File: src/mem_issue_pkg.sv
`default_nettype none

package mem_issue_pkg;

    ////////////////////////////////////////////////////////////////////////////
    // widths shared by the station, the memory unit and the top level
    ////////////////////////////////////////////////////////////////////////////

    parameter int xlen      = 32;   // data and address width
    parameter int prf_len   = 6;    // physical register tag
    parameter int rob_len   = 5;    // reorder buffer index
    parameter int mem_words = 64;   // data memory depth in words

    ////////////////////////////////////////////////////////////////////////////
    // memory functions
    ////////////////////////////////////////////////////////////////////////////

    typedef enum logic [2:0] {
        mem_lw  = 3'd0, // load word
        mem_lb  = 3'd1, // load byte, sign extended
        mem_lbu = 3'd2, // load byte, zero extended
        mem_sw  = 3'd3, // store word
        mem_sb  = 3'd4  // store byte
    } mem_func_t;

    // true for both store flavours
    function automatic logic is_store(input mem_func_t func);
        return (func == mem_sw) || (func == mem_sb);
    endfunction

endpackage

`default_nettype wire

File: src/psel_gen.sv
`timescale 1ns/10ps
`default_nettype none

// lowest index first, one grant per cycle
module psel_gen #(
    parameter int width = 8
) (
    input  wire logic [width-1:0] req,
    output logic      [width-1:0] gnt,
    output logic                  empty
);

    logic [width-1:0] req_neg;

    // two's complement keeps only the lowest set bit when and-ed back
    assign req_neg = ~req + width'(1);
    assign gnt     = req & req_neg;

    assign empty = ~|req;   // nothing ready this cycle

endmodule

`default_nettype wire

File: src/rs_mem.sv
`timescale 1ns/10ps
`default_nettype none

module rs_mem import mem_issue_pkg::*; #(
    parameter int rs_size = 8
) (
    input  wire logic               clock,
    input  wire logic               rst_n,
    // dispatch
    input  wire logic               enable,
    input  wire mem_func_t          mem_func,
    input  wire logic [prf_len-1:0] opa_preg_idx,
    input  wire logic [prf_len-1:0] opb_preg_idx,
    input  wire logic               opa_ready,
    input  wire logic               opb_ready,
    input  wire logic [xlen-1:0]    opa_value,
    input  wire logic [xlen-1:0]    opb_value,
    input  wire logic [xlen-1:0]    offset,
    input  wire logic [prf_len-1:0] dest_preg_idx,
    input  wire logic [rob_len-1:0] rob_idx,
    // common data bus
    input  wire logic               cdb_valid,
    input  wire logic [prf_len-1:0] cdb_tag,
    input  wire logic [xlen-1:0]    cdb_value,
    input  wire logic               commit_mis_pred,
    output logic                    full,
    // issue to the memory unit
    output logic                    issue_valid,
    output mem_func_t               issue_func,
    output logic [xlen-1:0]         issue_base,
    output logic [xlen-1:0]         issue_data,
    output logic [xlen-1:0]         issue_offset,
    output logic [prf_len-1:0]      issue_dest_preg_idx,
    output logic [rob_len-1:0]      issue_rob_idx
);

    localparam int idx_w = (rs_size > 1) ? $clog2(rs_size) : 1;
    localparam int cnt_w = $clog2(rs_size + 1);

    // entry storage
    mem_func_t          ent_func [rs_size];
    logic [xlen-1:0]    ent_opa  [rs_size];    // value once ready
    logic [xlen-1:0]    ent_opb  [rs_size];
    logic [prf_len-1:0] ent_tag_a[rs_size];    // tag while waiting
    logic [prf_len-1:0] ent_tag_b[rs_size];
    logic [xlen-1:0]    ent_offset[rs_size];
    logic [prf_len-1:0] ent_dest [rs_size];
    logic [rob_len-1:0] ent_rob  [rs_size];
    logic [rs_size-1:0] ent_rdy_a;
    logic [rs_size-1:0] ent_rdy_b;
    logic [rs_size-1:0] ent_free;

    logic [cnt_w-1:0]   count;
    logic [idx_w-1:0]   free_idx;
    logic [idx_w-1:0]   sel_idx;
    logic [rs_size-1:0] req;
    logic [rs_size-1:0] gnt;
    logic               none_ready;
    logic               wake_a, wake_b;     // cdb hit on the incoming operands

    assign full = (count == cnt_w'(rs_size));

    ////////////////////////////////////////////////////////////////////////////
    // slot search, ready detection and selection
    ////////////////////////////////////////////////////////////////////////////

    always_comb begin
        free_idx = '0;
        for (int i = rs_size - 1; i >= 0; i--) begin
            if (ent_free[i]) free_idx = idx_w'(i);     // lowest free wins
        end
    end

    assign req = ~ent_free & ent_rdy_a & ent_rdy_b;

    psel_gen #(.width(rs_size)) i_psel_gen (
        .req  (req),
        .gnt  (gnt),
        .empty(none_ready)
    );

    always_comb begin
        sel_idx = '0;
        for (int j = 0; j < rs_size; j++) begin
            if (gnt[j]) sel_idx = idx_w'(j);
        end
    end

    // a broadcast in the dispatch cycle must not slip past the new entry
    assign wake_a = cdb_valid && (cdb_tag == opa_preg_idx);
    assign wake_b = cdb_valid && (cdb_tag == opb_preg_idx);

    ////////////////////////////////////////////////////////////////////////////
    // control state
    ////////////////////////////////////////////////////////////////////////////

    always_ff @(posedge clock) begin
        if (!rst_n || commit_mis_pred) begin
            ent_free    <= '1;
            count       <= '0;
            issue_valid <= 1'b0;
        end else begin
            count       <= count + cnt_w'(enable) - cnt_w'(!none_ready);
            issue_valid <= !none_ready;
            if (!none_ready) ent_free[sel_idx] <= 1'b1;    // leaves as it issues
            if (enable)      ent_free[free_idx] <= 1'b0;
        end
    end

    ////////////////////////////////////////////////////////////////////////////
    // entry payload, wakeup and issue register
    ////////////////////////////////////////////////////////////////////////////

    always_ff @(posedge clock) begin
        for (int t = 0; t < rs_size; t++) begin
            if (cdb_valid && !ent_free[t]) begin
                if (!ent_rdy_a[t] && ent_tag_a[t] == cdb_tag) begin
                    ent_rdy_a[t] <= 1'b1;
                    ent_opa[t]   <= cdb_value;
                end
                if (!ent_rdy_b[t] && ent_tag_b[t] == cdb_tag) begin
                    ent_rdy_b[t] <= 1'b1;
                    ent_opb[t]   <= cdb_value;
                end
            end
        end

        if (enable) begin
            ent_func[free_idx]   <= mem_func;
            ent_rdy_a[free_idx]  <= opa_ready || wake_a;
            ent_rdy_b[free_idx]  <= opb_ready || wake_b;
            ent_opa[free_idx]    <= opa_ready ? opa_value : cdb_value;
            ent_opb[free_idx]    <= opb_ready ? opb_value : cdb_value;
            ent_tag_a[free_idx]  <= opa_preg_idx;
            ent_tag_b[free_idx]  <= opb_preg_idx;
            ent_offset[free_idx] <= offset;
            ent_dest[free_idx]   <= dest_preg_idx;
            ent_rob[free_idx]    <= rob_idx;
        end

        if (!none_ready) begin
            issue_func          <= ent_func[sel_idx];
            issue_base          <= ent_opa[sel_idx];
            issue_data          <= ent_opb[sel_idx];
            issue_offset        <= ent_offset[sel_idx];
            issue_dest_preg_idx <= ent_dest[sel_idx];
            issue_rob_idx       <= ent_rob[sel_idx];
        end
    end

endmodule

`default_nettype wire

File: src/mem_unit.sv
`timescale 1ns/10ps
`default_nettype none

module mem_unit import mem_issue_pkg::*; (
    input  wire logic               clock,
    input  wire logic               rst_n,
    input  wire logic               commit_mis_pred,
    // issue from the station
    input  wire logic               issue_valid,
    input  wire mem_func_t          issue_func,
    input  wire logic [xlen-1:0]    issue_base,
    input  wire logic [xlen-1:0]    issue_data,
    input  wire logic [xlen-1:0]    issue_offset,
    input  wire logic [prf_len-1:0] issue_dest_preg_idx,
    input  wire logic [rob_len-1:0] issue_rob_idx,
    // completion
    output logic                    result_valid,
    output logic                    result_is_store,
    output logic [rob_len-1:0]      result_rob_idx,
    output logic [prf_len-1:0]      result_dest_preg_idx,
    output logic [xlen-1:0]         result_value
);

    localparam int word_w = $clog2(mem_words);

    logic [xlen-1:0]   mem [mem_words];
    logic [xlen-1:0]   addr;
    logic [word_w-1:0] word_idx;
    logic [1:0]        lane;
    logic [xlen-1:0]   rd_word;
    logic [7:0]        rd_byte;
    logic [xlen-1:0]   st_word;     // value written, also reported for stores
    logic [xlen-1:0]   ld_value;
    logic              do_op;

    ////////////////////////////////////////////////////////////////////////////
    // address generation and lane handling
    ////////////////////////////////////////////////////////////////////////////

    assign addr     = issue_base + issue_offset;
    assign word_idx = addr[word_w+1:2];     // wraps modulo the depth
    assign lane     = addr[1:0];
    assign rd_word  = mem[word_idx];
    assign rd_byte  = rd_word[8*lane +: 8];

    assign st_word = (issue_func == mem_sb) ? {(xlen / 8){issue_data[7:0]}} : issue_data;

    always_comb begin
        case (issue_func)
            mem_lb:  ld_value = {{(xlen-8){rd_byte[7]}}, rd_byte};
            mem_lbu: ld_value = {{(xlen-8){1'b0}}, rd_byte};
            default: ld_value = rd_word;
        endcase
    end

    assign do_op = issue_valid && !commit_mis_pred;     // a flush cancels the op

    ////////////////////////////////////////////////////////////////////////////
    // data memory and completion registers
    ////////////////////////////////////////////////////////////////////////////

    always_ff @(posedge clock) begin
        if (!rst_n) begin
            for (int w = 0; w < mem_words; w++) mem[w] <= '0;
        end else if (do_op && issue_func == mem_sw) begin
            mem[word_idx] <= st_word;
        end else if (do_op && issue_func == mem_sb) begin
            mem[word_idx][8*lane +: 8] <= st_word[7:0];  // single byte lane
        end
    end

    always_ff @(posedge clock) begin
        if (!rst_n) result_valid <= 1'b0;
        else        result_valid <= do_op;
    end

    always_ff @(posedge clock) begin
        if (do_op) begin
            result_is_store      <= is_store(issue_func);
            result_rob_idx       <= issue_rob_idx;
            result_dest_preg_idx <= issue_dest_preg_idx;
            result_value         <= is_store(issue_func) ? st_word : ld_value;
        end
    end

endmodule

`default_nettype wire

File: src/mem_issue_top.sv
`timescale 1ns/10ps
`default_nettype none

module mem_issue_top import mem_issue_pkg::*; #(
    parameter int rs_size = 8
) (
    input  wire logic               clock,
    input  wire logic               rst_n,
    // dispatch
    input  wire logic               enable,
    input  wire mem_func_t          mem_func,
    input  wire logic [prf_len-1:0] opa_preg_idx,
    input  wire logic [prf_len-1:0] opb_preg_idx,
    input  wire logic               opa_ready,
    input  wire logic               opb_ready,
    input  wire logic [xlen-1:0]    opa_value,
    input  wire logic [xlen-1:0]    opb_value,
    input  wire logic [xlen-1:0]    offset,
    input  wire logic [prf_len-1:0] dest_preg_idx,
    input  wire logic [rob_len-1:0] rob_idx,
    // common data bus and flush
    input  wire logic               cdb_valid,
    input  wire logic [prf_len-1:0] cdb_tag,
    input  wire logic [xlen-1:0]    cdb_value,
    input  wire logic               commit_mis_pred,
    output logic                    full,
    // completion
    output logic                    result_valid,
    output logic                    result_is_store,
    output logic [rob_len-1:0]      result_rob_idx,
    output logic [prf_len-1:0]      result_dest_preg_idx,
    output logic [xlen-1:0]         result_value
);

    // station to memory unit
    logic               issue_valid;
    mem_func_t          issue_func;
    logic [xlen-1:0]    issue_base;
    logic [xlen-1:0]    issue_data;
    logic [xlen-1:0]    issue_offset;
    logic [prf_len-1:0] issue_dest_preg_idx;
    logic [rob_len-1:0] issue_rob_idx;

    rs_mem #(.rs_size(rs_size)) i_rs_mem (
        .clock              (clock),
        .rst_n              (rst_n),
        .enable             (enable),
        .mem_func           (mem_func),
        .opa_preg_idx       (opa_preg_idx),
        .opb_preg_idx       (opb_preg_idx),
        .opa_ready          (opa_ready),
        .opb_ready          (opb_ready),
        .opa_value          (opa_value),
        .opb_value          (opb_value),
        .offset             (offset),
        .dest_preg_idx      (dest_preg_idx),
        .rob_idx            (rob_idx),
        .cdb_valid          (cdb_valid),
        .cdb_tag            (cdb_tag),
        .cdb_value          (cdb_value),
        .commit_mis_pred    (commit_mis_pred),
        .full               (full),
        .issue_valid        (issue_valid),
        .issue_func         (issue_func),
        .issue_base         (issue_base),
        .issue_data         (issue_data),
        .issue_offset       (issue_offset),
        .issue_dest_preg_idx(issue_dest_preg_idx),
        .issue_rob_idx      (issue_rob_idx)
    );

    mem_unit i_mem_unit (
        .clock               (clock),
        .rst_n               (rst_n),
        .commit_mis_pred     (commit_mis_pred),
        .issue_valid         (issue_valid),
        .issue_func          (issue_func),
        .issue_base          (issue_base),
        .issue_data          (issue_data),
        .issue_offset        (issue_offset),
        .issue_dest_preg_idx (issue_dest_preg_idx),
        .issue_rob_idx       (issue_rob_idx),
        .result_valid        (result_valid),
        .result_is_store     (result_is_store),
        .result_rob_idx      (result_rob_idx),
        .result_dest_preg_idx(result_dest_preg_idx),
        .result_value        (result_value)
    );

endmodule

`default_nettype wire

File: config.mk
export PLATFORM = sky130hd
export DESIGN_NAME = mem_issue_top
export DESIGN_NICKNAME = d
export VERILOG_FILES = /design/src/mem_issue_pkg.sv /design/src/psel_gen.sv /design/src/rs_mem.sv /design/src/mem_unit.sv /design/src/mem_issue_top.sv
export SDC_FILE = /design/constraint.sdc
export NUM_CORES = 2
export LEC_CHECK = 0
export BUFFER_PORTS_ARGS = -buffer_cell sky130_fd_sc_hd__buf_2
export CAP_MARGIN = 5
export CORE_ASPECT_RATIO = 0.9
export CORE_UTILIZATION = 35
export DETAILED_ROUTE_END_ITERATION = 8
export PLACE_DENSITY_LB_ADDON = 0.15
export SETUP_SLACK_MARGIN = 0.05
export SLEW_MARGIN = 5
export SYNTH_ARGS = -nofsm -noshare
export SYNTH_HDL_FRONTEND = slang
export SYNTH_SLANG_ARGS = --single-unit
File: constraint.sdc
create_clock -name clock -period 8 [get_ports clock]
set_clock_uncertainty 0.15 [all_clocks]
set_input_delay 1.2 -clock clock [delete_from_list [all_inputs] [get_ports clock]]
set_output_delay 1.2 -clock clock [all_outputs]
set_load 0.01 [all_outputs]
==> results.yml <==
setup_path:
  crit_required_ns: 8.45
  arrival_ns: 7.54
  critical_path_class: "reg2reg"
  startpoint_type: "flop"
  crit_fanout: 20
  crit_path_end_kind: "flop"
  r2r_cells: 12
logic_synthesis:
  syn_inst: 9991
  yosys.area.top_type: "edfxtp_1"
  yosysWarnings: 0
  synth_top_cell_area_share_pct: 67.14
  ys.flop_type: "edfxtp_1"
  yosys_register_bits: 2776
  yosysSeqAreaShare_pct: 67.62
  synth_nets: 10177
  synth.most_common_cell: "edfxtp_1"
  synth.top_cells.by_count: "2746 x edfxtp_1, 2601 x nor2_1, 1058 x nand2_1"
  synth.area.top_cells: "edfxtp_1 67%, nor2_1 7.9%, nand2_1 3.2%, mux4_2 2.8%, mux2i_1 2.7%"
  synth_area_um2: 122800
  async_flop_share_pct: 0
  synth_enable_flop_cells: 2746
  avgSynthCellArea_um2: 12.29
  ys_types: 107
floorplan:
  rows: 205
  coreArea_um2: 347800
  die-height_um: 564.0
  pin_count: 213
  fp.dieArea_um2: 353300
  start_util_pct: 35.31
  die_w_um: 626.4
timing:
  hold_viol_final: 0
  fin_crit_ns: 7.097
  tightest_slew_ns: 1.415
  setup_violations: 0
  fin_crit_sh_pct: 88.71
  final.setup.tns_ns: 0
  slew-limit-headroom_pct: 5.416
  max_freq_mhz: 140.9
  rsz0062_at_grt: "false"
  hold_slack_ns: 0.2712
  slew_violations: 0
global_routing:
  overflow: 0
  antenna_found_initial: 41
  grt_pass1_vias: 82837
  grt_pass1_wl_mm: 642.2
  grt_max_degree: 110
  grt_usage_pct: 25.44
power_and_ir_drop:
  finalPower_uw: 33190
  p_int_uw: 25010
  clock_power_share_pct: 41.8
  power_density_nw_per_um2: 239.3
  power_frac_comb_pct: 8.4
  p_sw_uw: 8184
  p_seq_share_pct: 49.8
  ir_worst_vdd_v: 0.0001607
  p_sw_share_pct: 24.66
  leakagePower_uw: 0.04935
outcome:
  outcome: "complete, no violations"
min_path:
  min_path_type: "reg2reg"
  hold_depth: 0
final_layout:
  nets: 10179
  fin_area_um2: 138700
  drive_gt1_share_pct: 12.12
  area_growth_pct: 12.91
place:
  dpl.hpwl_mm: 290.8
  dpl_cell_area_um2: 129200
  gp_congestion: 0.8909
  port_buffers: 164
routing:
  via_per_inst: 5.814
  dr.pass1.iters: 8
  drcViolationCount: 0
  ant_nets: 0
  drtIter0Drc: 10608
  num_vias: 86545
  wl_per_cell_um: 30.95
  wl_mm: 460.7
clock_tree:
  post_cts_buffers: 0
  hold_buffers: 0
  cts-root-buf: "clkbuf_16"
  cts.sinks: 2776
  cts_tree: "done"
  clk_path_buf_depth: 4
  cts.reportedPaths.clkPinSlew_ns: 0.06
  cts_buffers: 304
  post_cts_resize_count: 0
  cts-htree-levels: 5
  clkLatencyLatePin_ns: 0.95
run:
  maxCapViolCount: 0
[cell type report]
type | count | area [um^2]
multi-input cells | 6428 | 36860
inverters | 38 | 150.1
clock inverters | 156 | 1424
diodes | 12 | 30.03
clock buffers | 374 | 8040
flip-flops and latches | 2776 | 83060
well taps | 4657 | 5827
repair buffers | 445 | 3291
fillers | 32969 | 209100
[per-stage QoR]
step | util (%) | setup slack, ns | std cells
finish | 39.87 | 0.9033 | 14886
global route | 39.87 | 0.7529 | 14878
CTS | 39.86 | 1.069 | 14873
detailed placement | 37.14 | 1.126 | 14343
global placement | 37.14 | 1.195 | 14343
floorplan | - | 2.848 | 9991
[worst max-delay path, cell delays in order (launching register included)]
cell and delay [ns]:
edfxtp_1 0.34, ha_1 0.46, fa_1 0.82, buf_4 0.32, xor2_4 0.92, buf_4 0.41, mux4_2 0.54, mux2i_1 0.64
o221ai_1 0.28, o221ai_1 0.91, o211ai_4 0.27, nand4_1 0.47, nand4_1 0.17
[cells by family (layout without fill, tap and decap cells)]
logic type,Yosys count,count (layout),synth area share (%)
and+or+nand+nor,4116,4116,13.40
DFF,2776,2776,67.62
buffers and inverters,787,1013,2.925
adders and majority gates,19,19,0.2058
other,0,12,0
AOI/OAI and AO/OA,1635,1635,9.000
xor gates and xnor gates,121,121,0.8812
muxes,537,537,5.961
[path summary, 6_finish.rpt]
check                                                 end  slack (ns)                                 startpoint
max                  i_mem_unit.result_value[9]$_DFFE_PP_        0.90         i_rs_mem.issue_offset[0]$_DFFE_PN_
min          i_mem_unit.result_dest_preg_idx[1]$_DFFE_PP_        0.27  i_rs_mem.issue_dest_preg_idx[1]$_DFFE_PN_
max reg2reg          i_mem_unit.result_value[9]$_DFFE_PP_        0.90         i_rs_mem.issue_offset[0]$_DFFE_PN_
min reg2reg  i_mem_unit.result_dest_preg_idx[1]$_DFFE_PP_        0.27  i_rs_mem.issue_dest_preg_idx[1]$_DFFE_PN_
[layout by cell type, fill, tap and decap left out, drive strengths merged, types with 18 or more instances in the layout]
| cell | n |
|---|---|
| edfxtp | 2746 |
| nor2 | 2604 |
| nand2 | 1058 |
| buf | 445 |
| a21oi | 443 |
| clkbuf | 374 |
| mux2i | 331 |
| o22ai | 262 |
| o21ai | 198 |
| mux4 | 150 |
| o221ai | 148 |
| nand3 | 130 |
| clkinv | 117 |
| nor3 | 82 |
| xnor2 | 73 |
| o211ai | 72 |
| mux2 | 56 |
| a211oi | 56 |
| a31oi | 55 |
| o22a | 53 |
| and3 | 50 |
| xor2 | 48 |
| inv | 44 |
| a22oi | 44 |
| nand4 | 39 |
| nor4 | 39 |
| o31ai | 30 |
| dfxtp | 30 |
| a32oi | 28 |
| or3 | 28 |
| a21o | 26 |
| bufinv | 24 |
| a221oi | 21 |
| o2111ai | 21 |
| a2111oi | 20 |
| and2 | 19 |
| nand2b | 18 |
[sequential cells by signal (all words and copies together), names as in the netlist, 8 cells and up]
register                 flops
i_rs_mem.ent_func           24
i_rs_mem.issue_offset        8
i_rs_mem.ent_opa            64
i_rs_mem.ent_rdy_b           8
i_rs_mem.ent_tag_a          48
i_rs_mem.ent_dest           48
i_mem_unit.mem            2048
i_rs_mem.ent_rdy_a           8
i_mem_unit.result_value     32
i_rs_mem.ent_opb           256
i_rs_mem.ent_rob            40
i_rs_mem.issue_data         32
i_rs_mem.ent_tag_b          48
i_rs_mem.issue_base          8
i_rs_mem.ent_free            8
i_rs_mem.ent_offset         64
[power groups by stage]
stage,Combinational [uW],Sequential [uW],Clock [uW]
2_1_floorplan,1500,16700,0
3_3_place_gp,2730,16800,0
3_5_place_dp,2740,16800,0
4_1_cts,2750,16500,14000
5_1_grt,2900,16500,14500
6_report,2800,16500,13900
[per-layer routing]
layer / track usage (%) / vias up / part of all wire, % / wire length (um)
li1: - / 36835 / - / -
met3: 4.670 / 818 / 9.2 / 42380
met4: 9.333 / 28 / 4.1 / 18800
met1: 35.32 / 44388 / 41 / 190200
met2: 39.80 / 4476 / 45 / 209200
met5: 0 / - / 0.033 / 153
Power figures use the tool's default switching activity.
